**src/include/backend_consts.svh**
```systemverilog
`ifndef BACKEND_CONSTS_SVH
`define BACKEND_CONSTS_SVH

// ============================================================
// Back end sizing
// ============================================================

// Width of operands and results
`define BACKEND_DATA_WIDTH 32

// Width of a destination register address
`define BACKEND_REG_ADDR_WIDTH 5

// Number of reorder entries, kept a power of two so tags wrap naturally
`define BACKEND_ROB_DEPTH 8

// Tag width, log2 of the reorder depth
`define BACKEND_TAG_WIDTH 3

// Multiplier pipeline depth in cycles
// Must stay at or below the reorder depth minus two, since occupancy peaks at latency plus two
`define BACKEND_MUL_LATENCY 3

`endif
```
**src/hdl/backend_rob_pkg.sv**
```systemverilog
`default_nettype none

`include "backend_consts.svh"

package backend_rob_pkg;

    // Reorder tag, handed out in issue order and wrapping modulo the depth
    typedef logic [`BACKEND_TAG_WIDTH-1:0] tag_t;

    // Life cycle of a reorder entry
    // FREE until allocated at issue, PENDING while a unit works on it,
    // DONE once the result sits in the buffer waiting for its turn
    typedef enum logic [1:0] {
        ENTRY_FREE    = 2'b00,
        ENTRY_PENDING = 2'b01,
        ENTRY_DONE    = 2'b10
    } entry_state_t;

endpackage : backend_rob_pkg

`default_nettype wire

```
**src/hdl/backend_op_pkg.sv**
```systemverilog
`default_nettype none

`include "backend_consts.svh"

package backend_op_pkg;

    // Operations understood by the back end
    // The two multiply codes go to the multiplier, everything else to the ALU
    typedef enum logic [2:0] {
        OP_ADD   = 3'd0,
        OP_SUB   = 3'd1,
        OP_AND   = 3'd2,
        OP_OR    = 3'd3,
        OP_XOR   = 3'd4,
        OP_SLL   = 3'd5,
        OP_MUL   = 3'd6,
        OP_MULHU = 3'd7
    } opcode_t;

    // One data word, used for operands and results alike
    typedef logic [`BACKEND_DATA_WIDTH-1:0] word_t;

    // Architectural destination register index
    typedef logic [`BACKEND_REG_ADDR_WIDTH-1:0] reg_addr_t;

endpackage : backend_op_pkg

`default_nettype wire

```
**src/hdl/backend_top.sv**
```systemverilog
`timescale 1ns/1ps
`default_nettype none

module backend_top (
    input  logic                      clk_i,
    input  logic                      rst_n_i,
    input  logic                      issue_valid_i,
    input  backend_op_pkg::opcode_t   issue_op_i,
    input  backend_op_pkg::word_t     issue_a_i,
    input  backend_op_pkg::word_t     issue_b_i,
    input  backend_op_pkg::reg_addr_t issue_dest_i,
    output logic                      wb_valid_o,
    output backend_op_pkg::reg_addr_t wb_dest_o,
    output backend_op_pkg::word_t     wb_data_o
);

    import backend_op_pkg::*;
    import backend_rob_pkg::*;

    // ============================================================
    // Issue to execution
    // ============================================================

    logic      alu_start;
    opcode_t   alu_op;
    logic      mul_start;
    logic      mul_high;
    word_t     op_a;
    word_t     op_b;
    reg_addr_t dest;
    tag_t      tag;
    logic      alloc_valid;

    issue_stage issue_stage_inst (
        .clk_i         ( clk_i         ),
        .rst_n_i       ( rst_n_i       ),
        .issue_valid_i ( issue_valid_i ),
        .issue_op_i    ( issue_op_i    ),
        .issue_a_i     ( issue_a_i     ),
        .issue_b_i     ( issue_b_i     ),
        .issue_dest_i  ( issue_dest_i  ),
        .alu_start_o   ( alu_start     ),
        .alu_op_o      ( alu_op        ),
        .mul_start_o   ( mul_start     ),
        .mul_high_o    ( mul_high      ),
        .op_a_o        ( op_a          ),
        .op_b_o        ( op_b          ),
        .dest_o        ( dest          ),
        .tag_o         ( tag           ),
        .alloc_valid_o ( alloc_valid   )
    );

    // ============================================================
    // Execution units
    // ============================================================

    logic      alu_done;
    tag_t      alu_done_tag;
    reg_addr_t alu_done_dest;
    word_t     alu_result;
    logic      mul_done;
    tag_t      mul_done_tag;
    reg_addr_t mul_done_dest;
    word_t     mul_result;

    alu_unit alu_unit_inst (
        .clk_i       ( clk_i         ),
        .rst_n_i     ( rst_n_i       ),
        .start_i     ( alu_start     ),
        .op_i        ( alu_op        ),
        .a_i         ( op_a          ),
        .b_i         ( op_b          ),
        .dest_i      ( dest          ),
        .tag_i       ( tag           ),
        .done_o      ( alu_done      ),
        .done_tag_o  ( alu_done_tag  ),
        .done_dest_o ( alu_done_dest ),
        .result_o    ( alu_result    )
    );

    // Several multiplies may be in flight while the ALU completes younger ones
    mul_unit mul_unit_inst (
        .clk_i       ( clk_i         ),
        .rst_n_i     ( rst_n_i       ),
        .start_i     ( mul_start     ),
        .high_i      ( mul_high      ),
        .a_i         ( op_a          ),
        .b_i         ( op_b          ),
        .dest_i      ( dest          ),
        .tag_i       ( tag           ),
        .done_o      ( mul_done      ),
        .done_tag_o  ( mul_done_tag  ),
        .done_dest_o ( mul_done_dest ),
        .result_o    ( mul_result    )
    );

    // ============================================================
    // Reordering and writeback
    // ============================================================

    reorder_buffer reorder_buffer_inst (
        .clk_i         ( clk_i         ),
        .rst_n_i       ( rst_n_i       ),
        .alloc_valid_i ( alloc_valid   ),
        .alloc_tag_i   ( tag           ),
        .alu_done_i    ( alu_done      ),
        .alu_tag_i     ( alu_done_tag  ),
        .alu_dest_i    ( alu_done_dest ),
        .alu_result_i  ( alu_result    ),
        .mul_done_i    ( mul_done      ),
        .mul_tag_i     ( mul_done_tag  ),
        .mul_dest_i    ( mul_done_dest ),
        .mul_result_i  ( mul_result    ),
        .wb_valid_o    ( wb_valid_o    ),
        .wb_dest_o     ( wb_dest_o     ),
        .wb_data_o     ( wb_data_o     )
    );

endmodule : backend_top

`default_nettype wire

```
**src/hdl/reorder_buffer.sv**
```systemverilog
`timescale 1ns/1ps
`default_nettype none

`include "backend_consts.svh"

module reorder_buffer (
    input  logic                      clk_i,
    input  logic                      rst_n_i,

    // Allocation from the issue stage
    input  logic                      alloc_valid_i,
    input  backend_rob_pkg::tag_t     alloc_tag_i,

    // Completion port of the ALU
    input  logic                      alu_done_i,
    input  backend_rob_pkg::tag_t     alu_tag_i,
    input  backend_op_pkg::reg_addr_t alu_dest_i,
    input  backend_op_pkg::word_t     alu_result_i,

    // Completion port of the multiplier
    input  logic                      mul_done_i,
    input  backend_rob_pkg::tag_t     mul_tag_i,
    input  backend_op_pkg::reg_addr_t mul_dest_i,
    input  backend_op_pkg::word_t     mul_result_i,

    // In-order writeback
    output logic                      wb_valid_o,
    output backend_op_pkg::reg_addr_t wb_dest_o,
    output backend_op_pkg::word_t     wb_data_o
);

    import backend_op_pkg::*;
    import backend_rob_pkg::*;

    // ============================================================
    // Entry storage
    // ============================================================

    entry_state_t state_q  [`BACKEND_ROB_DEPTH];
    reg_addr_t    dest_q   [`BACKEND_ROB_DEPTH];
    word_t        result_q [`BACKEND_ROB_DEPTH];

    // Oldest entry still waiting for writeback
    tag_t head_q;

    logic      alu_hit;
    logic      mul_hit;
    logic      head_ready;
    reg_addr_t head_dest;
    word_t     head_data;

    // A completion for the head entry can retire straight away
    assign alu_hit = alu_done_i && (alu_tag_i == head_q);
    assign mul_hit = mul_done_i && (mul_tag_i == head_q);

    // Head is ready when already stored as DONE or completing right now
    always_comb begin
        head_ready = 1'b1;
        head_dest  = dest_q[head_q];
        head_data  = result_q[head_q];
        if (state_q[head_q] != ENTRY_DONE) begin
            if (alu_hit) begin
                head_dest = alu_dest_i;
                head_data = alu_result_i;
            end else if (mul_hit) begin
                head_dest = mul_dest_i;
                head_data = mul_result_i;
            end else begin
                head_ready = 1'b0;
            end
        end
    end

    // Entry states, head pointer and the writeback strobe
    always_ff @(posedge clk_i) begin
        if (!rst_n_i) begin
            for (int i = 0; i < `BACKEND_ROB_DEPTH; i++) begin
                state_q[i] <= ENTRY_FREE;
            end
            head_q     <= '0;
            wb_valid_o <= 1'b0;
        end else begin
            if (alloc_valid_i) begin
                state_q[alloc_tag_i] <= ENTRY_PENDING;
            end
            if (alu_done_i) begin
                state_q[alu_tag_i] <= ENTRY_DONE;
            end
            if (mul_done_i) begin
                state_q[mul_tag_i] <= ENTRY_DONE;
            end
            wb_valid_o <= head_ready;
            // Retiring the head overrides a completion landing on it
            if (head_ready) begin
                state_q[head_q] <= ENTRY_FREE;
                head_q          <= head_q + 1'b1;
            end
        end
    end

    // Results land in their tag slot, two ports can write in one cycle
    always_ff @(posedge clk_i) begin
        if (alu_done_i) begin
            dest_q[alu_tag_i]   <= alu_dest_i;
            result_q[alu_tag_i] <= alu_result_i;
        end
        if (mul_done_i) begin
            dest_q[mul_tag_i]   <= mul_dest_i;
            result_q[mul_tag_i] <= mul_result_i;
        end
        if (head_ready) begin
            wb_dest_o <= head_dest;
            wb_data_o <= head_data;
        end
    end

endmodule : reorder_buffer

`default_nettype wire

```
**src/hdl/mul_unit.sv**
```systemverilog
`timescale 1ns/1ps
`default_nettype none

`include "backend_consts.svh"

module mul_unit (
    input  logic                      clk_i,
    input  logic                      rst_n_i,
    input  logic                      start_i,
    input  logic                      high_i,
    input  backend_op_pkg::word_t     a_i,
    input  backend_op_pkg::word_t     b_i,
    input  backend_op_pkg::reg_addr_t dest_i,
    input  backend_rob_pkg::tag_t     tag_i,
    output logic                      done_o,
    output backend_rob_pkg::tag_t     done_tag_o,
    output backend_op_pkg::reg_addr_t done_dest_o,
    output backend_op_pkg::word_t     result_o
);

    import backend_op_pkg::*;
    import backend_rob_pkg::*;

    localparam int LAT = `BACKEND_MUL_LATENCY;

    // Full unsigned product of the incoming operands
    logic [2*`BACKEND_DATA_WIDTH-1:0] product;

    // One slot per pipeline stage, slot LAT-1 is the output
    logic [LAT-1:0]                   vld_q;
    logic [2*`BACKEND_DATA_WIDTH-1:0] prod_q [LAT];
    logic                             high_q [LAT];
    tag_t                             tag_q  [LAT];
    reg_addr_t                        dest_q [LAT];

    assign product = a_i * b_i;

    // Valid bits shift every cycle so a new multiply can enter each cycle
    always_ff @(posedge clk_i) begin
        if (!rst_n_i) begin
            vld_q <= '0;
        end else begin
            vld_q[0] <= start_i;
            for (int i = 1; i < LAT; i++) begin
                vld_q[i] <= vld_q[i-1];
            end
        end
    end

    // Payload follows its valid bit through the stages
    always_ff @(posedge clk_i) begin
        prod_q[0] <= product;
        high_q[0] <= high_i;
        tag_q[0]  <= tag_i;
        dest_q[0] <= dest_i;
        for (int i = 1; i < LAT; i++) begin
            prod_q[i] <= prod_q[i-1];
            high_q[i] <= high_q[i-1];
            tag_q[i]  <= tag_q[i-1];
            dest_q[i] <= dest_q[i-1];
        end
    end

    // ============================================================
    // Completion
    // ============================================================

    assign done_o      = vld_q[LAT-1];
    assign done_tag_o  = tag_q[LAT-1];
    assign done_dest_o = dest_q[LAT-1];
    // MULHU picks the upper half, MUL the lower one
    assign result_o    = high_q[LAT-1] ? prod_q[LAT-1][2*`BACKEND_DATA_WIDTH-1:`BACKEND_DATA_WIDTH]
                                       : prod_q[LAT-1][`BACKEND_DATA_WIDTH-1:0];

endmodule : mul_unit

`default_nettype wire

```
**src/hdl/alu_unit.sv**
```systemverilog
`timescale 1ns/1ps
`default_nettype none

module alu_unit (
    input  logic                      clk_i,
    input  logic                      rst_n_i,
    input  logic                      start_i,
    input  backend_op_pkg::opcode_t   op_i,
    input  backend_op_pkg::word_t     a_i,
    input  backend_op_pkg::word_t     b_i,
    input  backend_op_pkg::reg_addr_t dest_i,
    input  backend_rob_pkg::tag_t     tag_i,
    output logic                      done_o,
    output backend_rob_pkg::tag_t     done_tag_o,
    output backend_op_pkg::reg_addr_t done_dest_o,
    output backend_op_pkg::word_t     result_o
);

    import backend_op_pkg::*;

    word_t result_d;

    // Result of the current operation, ready within the cycle
    always_comb begin
        case (op_i)
            OP_ADD:  result_d = a_i + b_i;
            OP_SUB:  result_d = a_i - b_i;
            OP_AND:  result_d = a_i & b_i;
            OP_OR:   result_d = a_i | b_i;
            OP_XOR:  result_d = a_i ^ b_i;
            // Shift amount is the low five bits of b
            OP_SLL:  result_d = a_i << b_i[4:0];
            // Multiplies never reach this unit
            default: result_d = '0;
        endcase
    end

    always_ff @(posedge clk_i) begin
        if (!rst_n_i) begin
            done_o <= 1'b0;
        end else begin
            done_o <= start_i;
        end
    end

    // Tag and destination travel with the result
    always_ff @(posedge clk_i) begin
        if (start_i) begin
            result_o    <= result_d;
            done_tag_o  <= tag_i;
            done_dest_o <= dest_i;
        end
    end

endmodule : alu_unit

`default_nettype wire

```
**src/hdl/issue_stage.sv**
```systemverilog
`timescale 1ns/1ps
`default_nettype none

module issue_stage (
    input  logic                      clk_i,
    input  logic                      rst_n_i,

    // Instruction from the front end, one per cycle at most
    input  logic                      issue_valid_i,
    input  backend_op_pkg::opcode_t   issue_op_i,
    input  backend_op_pkg::word_t     issue_a_i,
    input  backend_op_pkg::word_t     issue_b_i,
    input  backend_op_pkg::reg_addr_t issue_dest_i,

    // Dispatch towards the execution units
    output logic                      alu_start_o,
    output backend_op_pkg::opcode_t   alu_op_o,
    output logic                      mul_start_o,
    output logic                      mul_high_o,
    output backend_op_pkg::word_t     op_a_o,
    output backend_op_pkg::word_t     op_b_o,
    output backend_op_pkg::reg_addr_t dest_o,
    output backend_rob_pkg::tag_t     tag_o,

    // Allocation notice for the reorder buffer
    output logic                      alloc_valid_o
);

    import backend_op_pkg::*;
    import backend_rob_pkg::*;

    // Next tag to hand out, i.e. the tail of the reorder buffer
    tag_t tail_tag;
    logic is_mul;

    // Both multiply flavours share the multiplier
    assign is_mul = (issue_op_i == OP_MUL) || (issue_op_i == OP_MULHU);

    // Strobes and the tag counter
    always_ff @(posedge clk_i) begin
        if (!rst_n_i) begin
            alu_start_o   <= 1'b0;
            mul_start_o   <= 1'b0;
            alloc_valid_o <= 1'b0;
            tail_tag      <= '0;
            tag_o         <= '0;
        end else begin
            // Exactly one unit gets the instruction
            alu_start_o   <= issue_valid_i && !is_mul;
            mul_start_o   <= issue_valid_i && is_mul;
            alloc_valid_o <= issue_valid_i;
            if (issue_valid_i) begin
                tag_o    <= tail_tag;
                tail_tag <= tail_tag + 1'b1;
            end
        end
    end

    // Instruction payload, only meaningful alongside a start strobe
    always_ff @(posedge clk_i) begin
        if (issue_valid_i) begin
            alu_op_o   <= issue_op_i;
            mul_high_o <= (issue_op_i == OP_MULHU);
            op_a_o     <= issue_a_i;
            op_b_o     <= issue_b_i;
            dest_o     <= issue_dest_i;
        end
    end

endmodule : issue_stage

`default_nettype wire

```
**config.mk**
```make
export PLATFORM = sky130hd
export DESIGN_NAME = backend_top
export DESIGN_NICKNAME = d
export VERILOG_FILES = /design/src/hdl/backend_rob_pkg.sv /design/src/hdl/backend_op_pkg.sv /design/src/hdl/backend_top.sv /design/src/hdl/reorder_buffer.sv /design/src/hdl/mul_unit.sv /design/src/hdl/alu_unit.sv /design/src/hdl/issue_stage.sv
export VERILOG_INCLUDE_DIRS = /design/src /design/src/include
export SDC_FILE = /design/constraint.sdc
export NUM_CORES = 2
export LEC_CHECK = 0
export CAP_MARGIN = 15
export CORE_UTILIZATION = 30
export CTS_BUF_LIST = sky130_fd_sc_hd__clkbuf_16
export CTS_CLUSTER_DIAMETER = 200
export DETAILED_ROUTE_END_ITERATION = 10
export DONT_BUFFER_PORTS = 1
export PLACE_DENSITY_LB_ADDON = 0.25
export SETUP_SLACK_MARGIN = 0.1
export SLEW_MARGIN = 10
export SYNTH_ARGS = -nofsm -noshare
export SYNTH_HDL_FRONTEND = slang
export SYNTH_SLANG_ARGS = --single-unit
```
**constraint.sdc**
```tcl
create_clock -name clk_i -period 18.6 [get_ports clk_i]
set_clock_uncertainty 0.2 [all_clocks]
set_input_delay 3.72 -clock clk_i [delete_from_list [all_inputs] [get_ports clk_i]]
set_output_delay 3.72 -clock clk_i [all_outputs]
set_load 0.05 [all_outputs]
```
==> flow_summary.toml <==
[clock_tree]
cts.path.max_buffers = 3
numCtsBuffers = 78
cts_tree = "yes"
cts_setup_buffers = 0
ctsResizeCount = 0
clock_latency_ns = 0.71
cts.sinks = 701
htree_num_levels = 3
cts-root-buf = "clkbuf_16"
cts_hold_repair.buffers = 0
clk_pin_slew_worst_paths_ns = 0.07

[critical_path]
path_max_fanout = 19
required_ns = 19.01
startpoint_type = "register"
crit_path_end_kind = "register"
reg2reg_from = "issue_stage_inst.op_a_o[23]"
worstSetupPathType = "register to register"
r2r_end = "mul_unit_inst.prod_q[0][61]"
r2r_cells = 26
arrival_ns = 9.55
r2r_setup_slack_ns = 9.46

[layout]
fin_nets = 7442
drive_above_1_share_pct = 7.75
area_growth_syn_to_layout_pct = 9.15

[route]
post-route-drc-count = 0
drt_wl_total_um = 233000
met3_length_um = 18800
dr.pass1.iters = 6
drtIter0Drc = 4746
wl_per_cell_um = 25.9
wl_met1_um = 97000
dr.max_layer_used = "met5"
met2_length_um = 106000
vias_per_cell = 5.13
vias = 46100
postRouteAntennaNets = 0

[placement]
dp_hpwl_um = 168000
gp_congestion = 0.955
portBuffers = 0
place_ws_ns = 9.59

[worst_hold_path]
hold_path.class = "register to register"
hold_path_end = "mul_unit_inst.prod_q[0][69]"
hp-start = "mul_unit_inst.prod_q[0][5]"
holdPathStages = 0

[logic_synthesis]
synth_xor_area_share_pct = 1.76
synth_top_family_by_area = "adder cells"
synthMuxAreaShare_pct = 5.65
synth_edf_count = 446
yosys.area_share.simple_pct = 11.1
synth-seq-cells = 701
syn_inst = 6293
synthArstFlopShare_pct = 0
yosys.area.top_type_share_pct = 28.4
yosys.area.top_type = "fa_1"
ys_types = 106
synth_area_per_cell_um2 = 10.0
yosys_warnings = 0
synth_compound_area_share_pct = 8.29
ys.flop_type = "edfxtp_1"
synth_fa_ha_area_share_pct = 35.6
synth.area.top_cells = "fa_1, edfxtp_1, dfxtp_1"
ys_seq_area_share_pct = 29.3
netlist_area_um2 = 63100
synth_nets = 7627

[floorplanning]
num_io_pins = 113
die_w_um = 461
die_area_um2 = 212000
initial_utilization_pct = 30.2
core_area_um2 = 209000
die_h_um = 461
row_count = 168

[sta]
fin_setup_tns_ns = 0
rsz0062_at_grt = "no"
period_share_pct = 49.2
hold_viol = 0
setup-violations-final = 0
fmax_mhz = 109
finalCriticalPeriod_ns = 9.14
maxSlewHeadroom_pct = 25.3
finalMaxSlewViolations = 0
worst_pin_slew_ns = 1.11
fin_ws_ns = 9.46

[global_routing]
grt_max_degree = 81
antenna_found_initial = 25
grt_pass1_wl_um = 336000
grtUsageTotal_pct = 22.0
grt_pass1_vias = 47100
grt_overflow_total = 0

[run]
max_cap_violations = 0

[run_status]
status = "completed"
## sequential cells by signal (all words and copies together), names as in the netlist, 3 cells and up, named ones only
signal / cells
mul_unit_inst.high_q: 3
reorder_buffer_inst.result_q: 256
reorder_buffer_inst.wb_dest_o: 5
mul_unit_inst.tag_q: 9
alu_unit_inst.done_dest_o: 5
reorder_buffer_inst.head_q: 3
reorder_buffer_inst.state_q: 16
reorder_buffer_inst.dest_q: 40
reorder_buffer_inst.wb_data_o: 32
issue_stage_inst.alu_op_o: 3
mul_unit_inst.prod_q: 192
issue_stage_inst.tag_o: 3
alu_unit_inst.result_o: 32
issue_stage_inst.op_b_o: 32
issue_stage_inst.tail_tag: 3
issue_stage_inst.op_a_o: 32
issue_stage_inst.dest_o: 5
mul_unit_inst.vld_q: 3
mul_unit_inst.dest_q: 15
alu_unit_inst.done_tag_o: 3
## cells in the final DEF (no fill, tap or decap), drive strengths merged, types with 15 or more instances in the layout
| master | n |
|---|---|
| dfxtp | 255 |
| o21bai | 15 |
| edfxtp | 446 |
| mux2 | 49 |
| buf | 143 |
| nand2b | 18 |
| and2 | 23 |
| fa | 897 |
| ha | 362 |
| o221ai | 15 |
| o211ai | 16 |
| nor2b | 20 |
| xor2 | 34 |
| mux2i | 110 |
| a21o | 54 |
| o21a | 20 |
| nand4 | 23 |
| nand2 | 673 |
| mux4 | 85 |
| xnor2 | 93 |
| clkbuf | 85 |
| a21oi | 343 |
| nor2 | 887 |
| a31oi | 23 |
| clkinv | 48 |
| nand3 | 25 |
| inv | 967 |
| o21ai | 249 |
## worst max-delay path by stage
stage / start / depth (start not counted) / end
floorplan: issue_stage_inst.op_b_o[2] / 29 / mul_unit_inst.prod_q[0][61]
global placement: issue_stage_inst.op_a_o[21] / 26 / mul_unit_inst.prod_q[0][61]
detailed placement: issue_stage_inst.op_a_o[26] / 26 / mul_unit_inst.prod_q[0][61]
CTS: issue_stage_inst.op_a_o[26] / 26 / mul_unit_inst.prod_q[0][61]
global route: issue_stage_inst.op_a_o[21] / 26 / mul_unit_inst.prod_q[0][61]
finish: issue_stage_inst.op_a_o[23] / 26 / mul_unit_inst.prod_q[0][61]
## worst max-delay path, stage by stage (launching register included)
cell	delay, ns
edfxtp_1	0.32
buf_4	0.36
clkinv_1	0.87
nor2_1	0.63
fa_1	0.49
fa_1	0.50
inv_1	0.06
fa_1	0.50
fa_1	0.52
inv_1	0.06
fa_1	0.57
fa_1	0.43
fa_1	0.49
inv_1	0.05
fa_1	0.48
inv_1	0.05
ha_1	0.41
a21oi_1	0.24
o21ai_1	0.14
a221o_1	0.34
a21oi_1	0.22
o31a_2	0.20
o21ai_4	0.08
a31oi_4	0.27
o21bai_4	0.11
a311oi_2	0.26
xnor2_1	0.16
## cells by family after synthesis
family / after synthesis
fa+ha+maj: 1259
mux: 244
buf+inv: 1369
compound gates: 855
flops: 701
simple gates: 1738
xor+xnor: 127
## stage by stage
stage | cells | area, µm² | util (%) | hold WS, ns
5_1_grt | 8984 | 68900 | 32.9 | 0.103
3_5_place_dp | 8832 | 66200 | 31.6 | 0.112
6_report | 8987 | 68900 | 32.9 | 0.0968
2_1_floorplan | 6293 | 63100 | - | 0.110
4_1_cts | 8974 | 68800 | 32.9 | 0.0894
3_3_place_gp | 8832 | 66200 | 31.6 | 0.110
## per-layer routing
layer | GRT usage, % | vias to the layer above
li1 | - | 19800
met1 | 29.3 | 23700
met2 | 34.7 | 2108
met3 | 4.31 | 497
met4 | 9.46 | 18
met5 | 0 | -
## cell type report
type / count / area, µm²
fillers: 21500 / 140000
multi-input cells: 4223 / 39500
flip-flops and latches: 701 / 18500
inverters: 961 / 3610
well taps: 2805 / 3510
clock buffers: 85 / 2130
repair buffers: 143 / 1090
clock inverters: 57 / 477
diodes: 12 / 30.0
## Yosys cell counts (4+ instances only)
cell type / n
a21oi_1: 339
xnor2_1: 93
ha_1: 362
clkinv_1: 23
buf_2: 17
o211ai_1: 15
buf_1: 80
nand2_1: 672
o22ai_1: 5
nor3_1: 14
fa_1: 897
clkbuf_1: 306
nor2b_1: 20
mux4_2: 85
o21ai_1: 11
a21boi_0: 9
a222oi_1: 13
edfxtp_1: 446
xor2_1: 34
or2_2: 7
nand4_1: 23
o221ai_1: 14
a41o_1: 4
o21a_1: 20
nor3b_1: 10
mux2_2: 49
o21ai_0: 235
and3_1: 12
a21o_1: 53
a211oi_1: 11
nand3_1: 24
nor2_1: 885
a211o_1: 12
and2_1: 22
a22oi_1: 10
a31oi_1: 21
dfxtp_1: 255
o31ai_1: 8
nand2b_1: 18
inv_1: 935
mux2i_1: 110
o21bai_1: 13
Power is not shown: default switching activity piles up to over one toggle a cycle in this logic, so the estimate is an artifact.
